[config.mk]
export PLATFORM = sky130hd
export DESIGN_NAME = execUnitTop
export DESIGN_NICKNAME = d
export VERILOG_FILES = /design/src/common/mulPkg.sv /design/src/logic/execUnitTop.sv /design/src/logic/wbRegBank.sv /design/src/multiplier/shiftAddMultiplier.sv /design/src/logic/alu.sv
export SDC_FILE = /design/constraint.sdc
export NUM_CORES = 1
export LEC_CHECK = 0
export ABC_CLOCK_PERIOD_IN_PS = 8600
export BUFFER_PORTS_ARGS = -buffer_cell sky130_fd_sc_hd__buf_4
export CAP_MARGIN = 20
export CELL_PAD_IN_SITES_DETAIL_PLACEMENT = 0
export CELL_PAD_IN_SITES_GLOBAL_PLACEMENT = 2
export CORE_MARGIN = 2
export CORE_UTILIZATION = 35
export DETAILED_ROUTE_END_ITERATION = 8
export GPL_TIMING_DRIVEN = 0
export PLACE_DENSITY = 0.78
export SLEW_MARGIN = 5
export SYNTH_ARGS = -nofsm -noshare
export SYNTH_HDL_FRONTEND = slang
export SYNTH_SLANG_ARGS = --single-unit
[constraint.sdc]
create_clock -name clk -period 8.6 [get_ports clk]
set_input_delay 2.58 -clock clk [delete_from_list [all_inputs] [get_ports clk]]
set_output_delay 2.58 -clock clk [all_outputs]
set_load 0.03 [all_outputs]
[src/common/mulPkg.sv]
// Shared word types, ALU functions, command codes and register map of the execute unit.
package mulPkg;

    typedef logic [31:0] word_t;  // operand, ALU value or bus word.
    typedef logic [63:0] dword_t; // raw multiplier product.

    // number of add-and-shift iterations for a 32-bit multiply.
    localparam int mulSteps = 32;

    typedef enum logic [2:0] {
        opAdd  = 3'd0,
        opSub  = 3'd1,
        opAnd  = 3'd2,
        opOr   = 3'd3,
        opXor  = 3'd4,
        opNor  = 3'd5,
        opSlt  = 3'd6,
        opSltu = 3'd7
    } aluOp_e;

    // low three bits of an ALU command equal its aluOp_e code.
    typedef enum logic [3:0] {
        cmdAdd   = 4'd0,
        cmdSub   = 4'd1,
        cmdAnd   = 4'd2,
        cmdOr    = 4'd3,
        cmdXor   = 4'd4,
        cmdNor   = 4'd5,
        cmdSlt   = 4'd6,
        cmdSltu  = 4'd7,
        cmdMult  = 4'd8,
        cmdMultu = 4'd9
    } cmd_e;

    // word offsets from the bus base address.
    typedef enum logic [2:0] {
        regOpA    = 3'd0,
        regOpB    = 3'd1,
        regCmd    = 3'd2,
        regResult = 3'd3,
        regHi     = 3'd4,
        regLo     = 3'd5,
        regStatus = 3'd6
    } regAddr_e;

endpackage
[src/logic/execUnitTop.sv]
// Top level of the execute unit, wiring the bus register bank, shared ALU and multiplier.
module execUnitTop #(
    parameter mulPkg::word_t regBase = 32'h0000_1000
) (
    input  logic          clk,
    input  logic          rst,
    input  logic          cyc,
    input  logic          stb,
    input  logic          we,
    input  mulPkg::word_t adr,
    input  mulPkg::word_t datW,
    output mulPkg::word_t datR,
    output logic          ack
);
    import mulPkg::*;

    word_t  aluA;
    word_t  aluB;
    aluOp_e aluOp;
    word_t  aluOut;
    logic   aluZero;
    word_t  mulAluA;
    word_t  mulAluB;
    word_t  srcA;
    word_t  srcB;
    word_t  hi;
    word_t  lo;
    logic   mulEnable;
    logic   mulSigned;
    logic   completed;

    wbRegBank #(
        .regBase(regBase)
    ) regBank (
        .clk(clk),
        .rst(rst),
        .cyc(cyc),
        .stb(stb),
        .we(we),
        .adr(adr),
        .datW(datW),
        .aluOut(aluOut),
        .aluZero(aluZero),
        .mulAluA(mulAluA),
        .mulAluB(mulAluB),
        .completed(completed),
        .hi(hi),
        .lo(lo),
        .ack(ack),
        .datR(datR),
        .aluA(aluA),
        .aluB(aluB),
        .aluOp(aluOp),
        .srcA(srcA),
        .srcB(srcB),
        .mulEnable(mulEnable),
        .mulSigned(mulSigned)
    );

    alu sharedAlu (
        .a(aluA),
        .b(aluB),
        .op(aluOp),
        .y(aluOut),
        .zero(aluZero)
    );

    shiftAddMultiplier mul (
        .clk(clk),
        .rst(rst),
        .srcA(srcA),
        .srcB(srcB),
        .mulEnable(mulEnable),
        .mulSigned(mulSigned),
        .aluOut(aluOut),
        .aluA(mulAluA),
        .aluB(mulAluB),
        .hi(hi),
        .lo(lo),
        .completed(completed)
    );

endmodule

[src/logic/wbRegBank.sv]
// Wishbone classic register bank that decodes commands, owns the ALU inputs and starts multiplies.
module wbRegBank #(
    parameter mulPkg::word_t regBase = 32'h0000_1000
) (
    input  logic           clk,
    input  logic           rst,
    input  logic           cyc,
    input  logic           stb,
    input  logic           we,
    input  mulPkg::word_t  adr,
    input  mulPkg::word_t  datW,
    input  mulPkg::word_t  aluOut,
    input  logic           aluZero,
    input  mulPkg::word_t  mulAluA,
    input  mulPkg::word_t  mulAluB,
    input  logic           completed,
    input  mulPkg::word_t  hi,
    input  mulPkg::word_t  lo,
    output logic           ack,
    output mulPkg::word_t  datR,
    output mulPkg::word_t  aluA,
    output mulPkg::word_t  aluB,
    output mulPkg::aluOp_e aluOp,
    output mulPkg::word_t  srcA,
    output mulPkg::word_t  srcB,
    output logic           mulEnable,
    output logic           mulSigned
);
    import mulPkg::*;

    typedef enum logic {
        ctlIdle,
        ctlMul
    } ctlState_e;

    ctlState_e  state;
    word_t      opA;
    word_t      opB;
    word_t      result;
    word_t      offset;
    word_t      readData;
    logic [3:0] cmdReg;
    logic       zeroFlag;
    logic       busy;
    logic       hit;
    logic       req;
    logic       wrReq;
    logic       rdReq;
    regAddr_e   regSel;
    cmd_e       cmdIn;

    // byte address, eight words decoded from regBase.
    assign offset = adr - regBase;
    assign hit    = (offset[31:5] == '0);
    assign regSel = regAddr_e'(offset[4:2]);
    assign cmdIn  = cmd_e'(datW[3:0]);

    assign req   = cyc && stb && !ack; // first cycle of a request.
    assign wrReq = req && we && hit;
    assign rdReq = req && !we;

    assign busy      = (state == ctlMul);
    assign mulEnable = busy;
    assign srcA      = opA;
    assign srcB      = opB;

    // the multiplier owns the adder while busy.
    assign aluA  = busy ? mulAluA : opA;
    assign aluB  = busy ? mulAluB : opB;
    assign aluOp = busy ? opAdd : aluOp_e'(datW[2:0]);

    always_comb begin
        readData = '0;
        if (hit) begin
            case (regSel)
                regOpA:    readData = opA;
                regOpB:    readData = opB;
                regCmd:    readData = {28'b0, cmdReg};
                regResult: readData = result;
                regHi:     readData = hi;
                regLo:     readData = lo;
                regStatus: readData = {30'b0, zeroFlag, busy};
                default:   readData = '0; // unmapped word.
            endcase
        end
    end

    always_ff @(posedge clk or posedge rst) begin
        if (rst) begin
            ack  <= 1'b0;
            datR <= '0;
        end else begin
            ack  <= req;
            datR <= rdReq ? readData : '0;
        end
    end

    always_ff @(posedge clk or posedge rst) begin
        if (rst) begin
            opA <= '0;
            opB <= '0;
        end else if (wrReq && !busy) begin
            if (regSel == regOpA) begin
                opA <= datW;
            end
            if (regSel == regOpB) begin
                opB <= datW;
            end
        end
    end

    always_ff @(posedge clk or posedge rst) begin
        if (rst) begin
            state     <= ctlIdle;
            mulSigned <= 1'b0;
            cmdReg    <= '0;
            result    <= '0;
            zeroFlag  <= 1'b0;
        end else if (wrReq && regSel == regCmd && !busy) begin
            cmdReg <= datW[3:0];
            if (!datW[3]) begin
                result   <= aluOut; // ALU settles within the ack cycle.
                zeroFlag <= aluZero;
            end else if (cmdIn == cmdMult || cmdIn == cmdMultu) begin
                state     <= ctlMul;
                mulSigned <= (cmdIn == cmdMult);
            end
        end else if (busy && completed) begin
            state <= ctlIdle; // drop enable once HI and LO are final.
        end
    end

    ackSingleCycle: assert property (
        @(posedge clk) disable iff (rst)
        ack |=> !ack
    ) else $error("ack held high for two cycles");

    signedStable: assert property (
        @(posedge clk) disable iff (rst)
        mulEnable && $past(mulEnable) |-> $stable(mulSigned)
    ) else $error("mulSigned changed during a multiply");

endmodule

[src/multiplier/shiftAddMultiplier.sv]
// Shift-and-add multiplier that borrows the shared ALU adder and writes the product to HI and LO.
module shiftAddMultiplier (
    input  logic          clk,
    input  logic          rst,
    input  mulPkg::word_t srcA,
    input  mulPkg::word_t srcB,
    input  logic          mulEnable,
    input  logic          mulSigned,
    input  mulPkg::word_t aluOut,
    output mulPkg::word_t aluA,
    output mulPkg::word_t aluB,
    output mulPkg::word_t hi,
    output mulPkg::word_t lo,
    output logic          completed
);
    import mulPkg::*;

    // counter 0 seeds, 1..mulSteps add and shift, then the output step.
    localparam logic [5:0] outStep = 6'(mulSteps + 1);

    logic [5:0] counter;
    dword_t     product;
    dword_t     productOut;
    word_t      magA;
    word_t      magB;
    logic       negRes;
    logic       carry;

    // operands stay put while enabled, so magnitudes are taken straight from them.
    assign magA   = (mulSigned && srcA[31]) ? (~srcA + 32'd1) : srcA;
    assign magB   = (mulSigned && srcB[31]) ? (~srcB + 32'd1) : srcB;
    assign negRes = mulSigned && (srcA[31] ^ srcB[31]);

    // upper half plus multiplicand goes through the external adder.
    assign aluA = product[63:32];
    assign aluB = magB;

    // 32-bit sum wrapped if it is below an addend.
    assign carry = aluOut < magB;

    // sign fixup lands in the same cycle as the output step.
    assign productOut = negRes ? (~product + 64'd1) : product;

    always_ff @(posedge clk) begin
        if (mulEnable) begin
            if (counter == '0) begin
                product <= {32'b0, magA}; // multiplier in the low half.
            end else if (counter <= mulSteps) begin
                if (product[0]) begin
                    product <= {carry, aluOut, product[31:1]};
                end else begin
                    product <= {1'b0, product[63:1]};
                end
            end
        end
    end

    always_ff @(posedge clk or posedge rst) begin
        if (rst) begin
            counter   <= '0;
            completed <= 1'b0;
            hi        <= '0;
            lo        <= '0;
        end else if (!mulEnable) begin
            counter   <= '0; // ready for the next command.
            completed <= 1'b0;
        end else if (counter != outStep) begin
            counter <= counter + 6'd1;
        end else begin
            completed <= 1'b1; // held until enable drops.
            hi        <= productOut[63:32];
            lo        <= productOut[31:0];
        end
    end

    counterRange: assert property (
        @(posedge clk) disable iff (rst)
        counter <= outStep
    ) else $error("multiplier step counter ran past the output step");

    // completed must answer a held enable, never appear on its own.
    completedFollowsEnable: assert property (
        @(posedge clk) disable iff (rst)
        completed |-> $past(mulEnable)
    ) else $error("completed raised without enable on the previous cycle");

endmodule

[src/logic/alu.sv]
// Combinational 32-bit ALU, shared by bus commands and the multiplier's add steps.
module alu (
    input  mulPkg::word_t  a,
    input  mulPkg::word_t  b,
    input  mulPkg::aluOp_e op,
    output mulPkg::word_t  y,
    output logic           zero
);
    import mulPkg::*;

    logic sltSigned;
    logic sltUnsigned;

    assign sltSigned   = $signed(a) < $signed(b);
    assign sltUnsigned = a < b;

    always_comb begin
        case (op)
            opAdd: begin
                y = a + b;
            end
            opSub: begin
                y = a - b;
            end
            opAnd: begin
                y = a & b;
            end
            opOr: begin
                y = a | b;
            end
            opXor: begin
                y = a ^ b;
            end
            opNor: begin
                y = ~(a | b);
            end
            opSlt: begin
                y = {31'b0, sltSigned}; // two's complement compare.
            end
            opSltu: begin
                y = {31'b0, sltUnsigned};
            end
            default: begin
                y = '0;
            end
        endcase
    end

    assign zero = (y == '0);

endmodule

Word level (Yosys, flattened, before mapping)

Cells that the tools add are included.

Register bits after elaboration: 271
Bits of input ports: 69
Output and inout bits: 33
Word-level logic and storage cells: 107

Add/sub/neg operators: 7
Magnitude comparators: 4
Equality and inequality tests: 20
Multiplexer cells: 21
Bitwise operators: 10
Reduce and logical (&&, ||, !) cells: 30

Operator list:

| kind                     | number |
|---|---|
| $pmux W32 S8             | 1 |
| $mux W32                 | 7 |
| $pmux W32 S7             | 1 |
| $mux W64                 | 3 |
| $lt A32 B32 Y1           | 3 |
| $not A32 Y32             | 3 |
| $add A32 B1 Y32 const B  | 2 |
| $add A64 B1 Y64 const B  | 1 |
| $not A64 Y64             | 1 |
| $add A32 B32 Y32         | 1 |
| $and A32 B32 Y32         | 1 |
| $logic_not A32 Y1        | 1 |
| $or A32 B32 Y32          | 1 |
| $sub A32 B13 Y32 const B | 1 |
| $sub A32 B32 Y32         | 1 |
| $xor A32 B32 Y32         | 1 |
| $logic_not A27 Y1        | 1 |
| $eq A3 B3 Y1 const B     | 7 |
| $eq A3 B2 Y1 const B     | 4 |
| $logic_and A1 B1 Y1      | 12 |
| $mux W6                  | 2 |
| $reduce_and A2 Y1        | 5 |
| $eq A4 B4 Y1 const B     | 2 |
| $add A6 B1 Y6 const B    | 1 |
| other kinds (15)         | 29 |

Depth between registers and ports, before layout

Depth in word-level cells: 11
Depth in mapped cells: 32
Depth with buffers taken out: 29

Cells and area by module

From an unflattened synthesis, not the netlist that was laid out.

Cell total of the unflattened synthesis: 2472
Area, all modules: 22416.5 um^2

By module, submodules not included:

| module             | times used | cells each | area an instance (um^2) | sequential area each (um^2) |
|---|---|---|---|---|
| shiftAddMultiplier | 1          | 1022       | 9178.8                  | 3698.5 |
| wbRegBank          | 1          | 577        | 7531.0                  | 3403.3 |
| alu                | 1          | 873        | 5706.7                  | 0.0 |

Least setup slack after synthesis

No wires, ideal clock.

Kind: flip-flop to flip-flop
Start point: register regBank.state, in the netlist regBank.mulEnable
End point: register mul.product[63] (data pin)
Setup time: 0.152 ns
Arrival: 6.970 ns
Data required time: 8.448 ns
Setup slack: 1.478 ns
Stages on the path, launching flop included: 31
Path buffers: 7
Period minus slack after synthesis: 7.122 ns
Cell sequence: dfrtp_1 -> clkbuf_1 -> buf_1 -> clkbuf_1 -> buf_1 -> clkbuf_1 -> buf_1 -> mux2_2 -> ha_1 -> clkbuf_1 -> inv_1 -> a211oi_1 -> o211a_1 -> a211o_1 -> a21boi_0 -> or2_2 -> a32oi_1 -> inv_1 -> ha_1 -> a21o_1 -> a21oi_1 -> nor2b_1 -> o21ai_0 -> nand2b_1 -> a21oi_1 -> nor2_1 -> a2111oi_0 -> o21ai_0 -> a311o_1 -> maj3_1 -> a31oi_1

Word-level cells in the longest chain between the ends: 7
Elaborated cells between the ends (all ways): 23
Classes of those cells: add/sub: 2; order compare: 3; eq/ne: 7; mux: 6; bitwise: 4; reduce/logical: 1

Ends and longest elaborated chain:

| what                                                                     | RTL line                 | RTL |
|---|---|---|
| start: declaration                                                       | wbRegBank.sv:36          | `ctlState_e state;` |
| start signal: assignment                                                 | wbRegBank.sv:114         | `state <= ctlIdle;` |
| start signal: assignment                                                 | wbRegBank.sv:125         | `state <= ctlMul;` |
| start signal: assignment                                                 | wbRegBank.sv:129         | `state <= ctlIdle;` |
| parallel branches: the longest is 3 deep, another holds $sub A32 B32 Y32 | --                       |  |
| $pmux W32 S8 (*)                                                         | alu.sv:18                | `case (op)` |
| via aluOut[17]                                                           | execUnitTop.sv:20        | `word_t aluOut;` |
| $lt A32 B32 Y1 (*)                                                       | shiftAddMultiplier.sv:39 | `assign carry = aluOut < magB;` |
| $mux W64 (*)                                                             | shiftAddMultiplier.sv:49 | `if (product[0]) begin` |
| $mux W64 (*)                                                             | shiftAddMultiplier.sv:48 | `end else if (counter <= mulSteps) begin` |
| end signal: assignment                                                   | shiftAddMultiplier.sv:47 | `product <= {32'b0, magA};` |
| end signal: assignment                                                   | shiftAddMultiplier.sv:50 | `product <= {carry, aluOut, product[31:1]};` |
| end signal: assignment                                                   | shiftAddMultiplier.sv:52 | `product <= {1'b0, product[63:1]};` |
| end: declaration                                                         | shiftAddMultiplier.sv:22 | `dword_t product;` |

Mark *: on every way through the listed nets, which the timed path passes. The select of a mux whose other input is x is not followed.
A chain may end at the register's enable or synchronous reset.

Final worst setup path

Start point: input datW[0]
End point: register mul.product[63] (data pin)

Word-level cells in the longest chain between the ends: 6
Elaborated cells between the ends (all ways): 13
Classes of those cells: order compare: 1; eq/ne: 7; mux: 4; reduce/logical: 1

Ends and longest elaborated chain:

| what                                       | RTL line                 | RTL |
|---|---|---|
| start: declaration                         | execUnitTop.sv:11        | `input mulPkg::word_t datW,` |
| $mux W3 (*)                                | wbRegBank.sv:70          | `assign aluOp = busy ? opAdd : aluOp_e'(datW[2:0]);` |
| $eq A3 B3 Y1, or another cell as far along | alu.sv:18                |  |
| $pmux W32 S8 (*)                           | alu.sv:18                |  |
| via aluOut[23]                             | execUnitTop.sv:20        |  |
| $lt A32 B32 Y1 (*)                         | shiftAddMultiplier.sv:39 |  |
| $mux W64 (*)                               | shiftAddMultiplier.sv:49 |  |
| $mux W64 (*)                               | shiftAddMultiplier.sv:48 |  |

The timed path passes the listed nets; every way through them passes the cells marked *. The select of a mux whose other input is x is not followed.

==> out/summary.md <==
The share of cells above drive strength 1 is 12.8%. For the final weighted congestion in routability-driven placement, the log shows 0.928. The tools report the count of vias placed by the detailed router as 20743.

The tools report the number of global-route vias before repair as 19892. The die is 254 µm wide. The worst setup path is launched from a primary input. The tools report the worst ir drop on vdd as 0.168 mV. TritonCTS built the clock tree. Once the floorplan was initialized, standard cells occupied 35.4% of the core. The antenna diode count came out at 0. STA puts the critical path data required time at 9.02 ns. The top achievable clock speed was 121 MHz; the number of placed cells counting well taps was 3498. The run gives 0 as the residual overflow from global routing. The slowest stage of the critical path belongs to the cell buf_1.

Along the worst path, the maximum fanout reaches 10. Setup repair after global routing left no endpoint under its margin. For the worst-skew pair, the clock arrives at the later sink with an insertion delay of 0.57 ns. The flow ran to the end, and the final reports show no timing, DRC or antenna violations. The die covers 64400 µm². For this design, the sink count on the clock tree is 271. Synthesis produced a netlist whose cell count is 2562. From synthesis to final layout, the design area changed by 13.5%.

After clock tree synthesis, the flow added hold-fix buffers numbering 0. The logs give 0 for the final-report hold violation count and 2894 for the count of nets after finishing. Hold timing on the final database bottoms out at a slack of 0.479 ns. Leaving out fill and tap cells, the most frequent cells in the layout are nor2_1 (233), nand2_1 (209), dfrtp_1 (206). The total power density per cell area is 114 nW/µm², and the wire length per cell after detailed routing is 25.4 µm.

Global routing consumed, over all layers together, 27.6% of the routing resources. The port buffer count was 96; the layout filler cell count was 6301. The number of warnings printed during yosys synthesis is 0.

The final-report setup violation count came out at 0. Largest net degree at the start of global routing: 111. Sequential elements use 32.5% of the synthesized area.

The first detailed-routing pass took 9 iterations. The detailed router finished its first iteration with 2148 violations. The wire length of the first global-routing pass is 133000 µm. The finished layout holds 3552 standard cells, fillers aside. The predominant post-synthesis flop cell was dfrtp_1. The number of nets in the synthesized netlist is 2762. The logs give 1 for the maximum level of the CTS H-tree and 2820 µW for the total power after layout.

Clock tree root buffer cell: clkbuf_16. Walking the worst path, the cells encountered are clkbuf_1, clkbuf_1, buf_1, buf_1, buf_1, clkbuf_1, o311ai_0, o32ai_2, inv_1, ha_1, nand4_1, nor2_1, nand3_1, nor2_1, a2111oi_1, o21ai_0, a311o_1, maj3_1, a31oi_1. In this run the worst hold path is classified as register to register. The run gives 90100 µm as the total detailed-routing wirelength. The logs give 0 for the number of routed nets with antenna violations and 1 for the number of antenna violations at the first check in global routing. The die is 254 µm tall. The floorplan has 91 rows. The clock passes through at most 3 buffers.

The cell area that synthesis handed to floorplanning was 21800 µm². For this design the top-level I/O count stands at 102. The mean instance size in the synthesized netlist is 8.52 µm², and the relative slew slack is 17.1%.

The minimum clock period works out to 8.29 ns. For this run, design rule violations remaining after detail routing come to 0. The netlist uses 85 different library cells.

TritonCTS created 28 clock buffers. The post-route fraction of the period consumed by the critical path is 96.4%. The number of synthesized register bits is 271.

The critical path data arrival time is 8.71 ns. Summed over all cells, the static leakage comes to 0.0105 µW. Detailed placement finished with a half-perimeter wire length of 71700 µm.

The routed via count divided by cell count is 5.84. Leaving out fill and tap cells, the most frequent cell in the layout is nor2_1. In the synthesized netlist the async set-or-reset flop fraction comes to 76.4%. The run gives 0.00906 ns as the worst-case clock skew. The classification of the worst setup path was primary input to register. The final count of pins violating max slew is 0, and the max-capacitance violation count is 0. Clock-pin slew was measured on the worst setup and hold paths at 0.07 ns. The number of enable flip-flop cells after synthesis was 64. The core region is 61700 µm². For the pin with the worst max-slew slack, the measured transition is 1.24 ns. The delay of the slowest critical-path stage is 0.58 ns. The worst setup path is captured at a register.
synth_stat cells (13+ instances only):
cell / number / area [µm²]
and3_1: 15 / 93.8
a21oi_1: 188 / 941
o31ai_1: 22 / 165
mux2i_1: 36 / 360
nand2_1: 209 / 785
nor2_1: 233 / 875
buf_1: 23 / 86.3
a221oi_1: 16 / 140
o22ai_1: 29 / 181
and2_1: 44 / 275
nor2b_1: 31 / 194
nand4_1: 21 / 131
dfrtp_1: 207 / 5180
o21ai_0: 168 / 841
nor4_1: 27 / 169
ha_1: 129 / 1610
nand3_1: 35 / 175
a211oi_1: 35 / 263
a22oi_1: 52 / 390
clkbuf_1: 152 / 571
o211ai_1: 14 / 105
nor3_1: 70 / 350
mux2_2: 138 / 1550
edfxtp_1: 64 / 1920
nand2b_1: 34 / 213
a31oi_1: 32 / 200
or4_1: 13 / 97.6
xor2_1: 64 / 561
inv_1: 132 / 495
a21o_1: 19 / 143
xnor2_1: 101 / 885
critical path: cells and delay by family:
| kind | cells | cell delay, ns |
|---|---|---|
| compound gates | 6 | 2.09 |
| simple gates | 4 | 0.35 |
| fa+ha+maj | 2 | 0.71 |
| buf+inv | 7 | 2.94 |
where the power goes:
group	total [µW]	internal [µW]	leakage (µW)	switching, µW
sequential	1310	1310	0.00318	0.0998
combinational	277	94.4	0.00683	183
clock	1240	684	0.000446	551
flip-flops by register name, indices dropped and copies added, names as in the netlist:
signal and flops:
regBank.mulEnable 1, regBank.zeroFlag 1, regBank.cmdReg 4, mul.product 64, regBank.result 32, regBank.ack 1
regBank.srcA 32, mul.completed 1, regBank.mulSigned 1, regBank.datR 32, mul.hi 32, mul.counter 6
mul.lo 32, regBank.srcB 32
stage by stage:
stage	setup TNS [ns]	instance area (µm²)	setup slack [ns]	util, %
6_report	0	24800	0.312	40.2
2_1_floorplan	0	21800	0.368	-
3_5_place_dp	-17.62	23700	-2.69	38.4
5_1_grt	0	24800	0.0160	40.2
4_1_cts	0	24700	0.0349	40.1
3_3_place_gp	-488.24	23600	-2.78	38.2
per-layer routing:
metal / global-route usage [%] / up-vias / part of all wire, % / wire length, µm
met5: 0 / - / 0 / 0
met4: 8.39 / 0 / 2.9 / 2580
met3: 1.97 / 127 / 5.9 / 5340
met2: 46.0 / 789 / 47 / 42400
met1: 38.2 / 10338 / 44 / 39700
li1: - / 9489 / - / -
worst paths after layout:
check	startpoint	to	slack [ns]	depth (start not counted)
setup / recovery	datW[0]	mul.product[63]	0.31	19
hold / removal	mul.hi[11]	mul.hi[11]	0.48	2
setup reg to reg	regBank.srcB[0]	mul.product[63]	0.32	28
hold reg to reg	mul.hi[11]	mul.hi[11]	0.48	2
max in group asynchronous	rst	regBank.mulEnable	5.44	3
min in group asynchronous	rst	mul.lo[1]	2.10	2
layout make-up:
| class | count | area (µm²) | share of cell area [%] |
|---|---|---|---|
| well taps | 837 | 1050 | 4.23 |
| clock inverters | 16 | 125 | 0.505 |
| repair buffers | 102 | 808 | 3.26 |
| inverters | 134 | 510 | 2.06 |
| flip-flops and latches | 271 | 7100 | 28.7 |
| clock buffers | 35 | 790 | 3.19 |
| plain buffers | 178 | 704 | 2.84 |
| multi-input cells | 1979 | 13700 | 55.3 |
cell families after synthesis:
kind of cell,after synthesis,synth area share (%)
AO/OA/AOI/OAI,710,20.9
XOR/XNOR,165,6.62
adder cells (fa/ha/maj),132,7.62
buffers and inverters,312,5.38
flip-flops,271,32.5
multiplexers,180,9.39
AND/OR/NAND/NOR,792,17.5
repair_timing:
item | 4_1_cts | 5_1_grt
setup buffers | 0 | 1
cloned | 0 | 0
pin swaps | 0 | 1
setup endpoints to repair | 37 | 1
gates resized for setup | 34 | 8
Power figures use the tool's default switching activity.
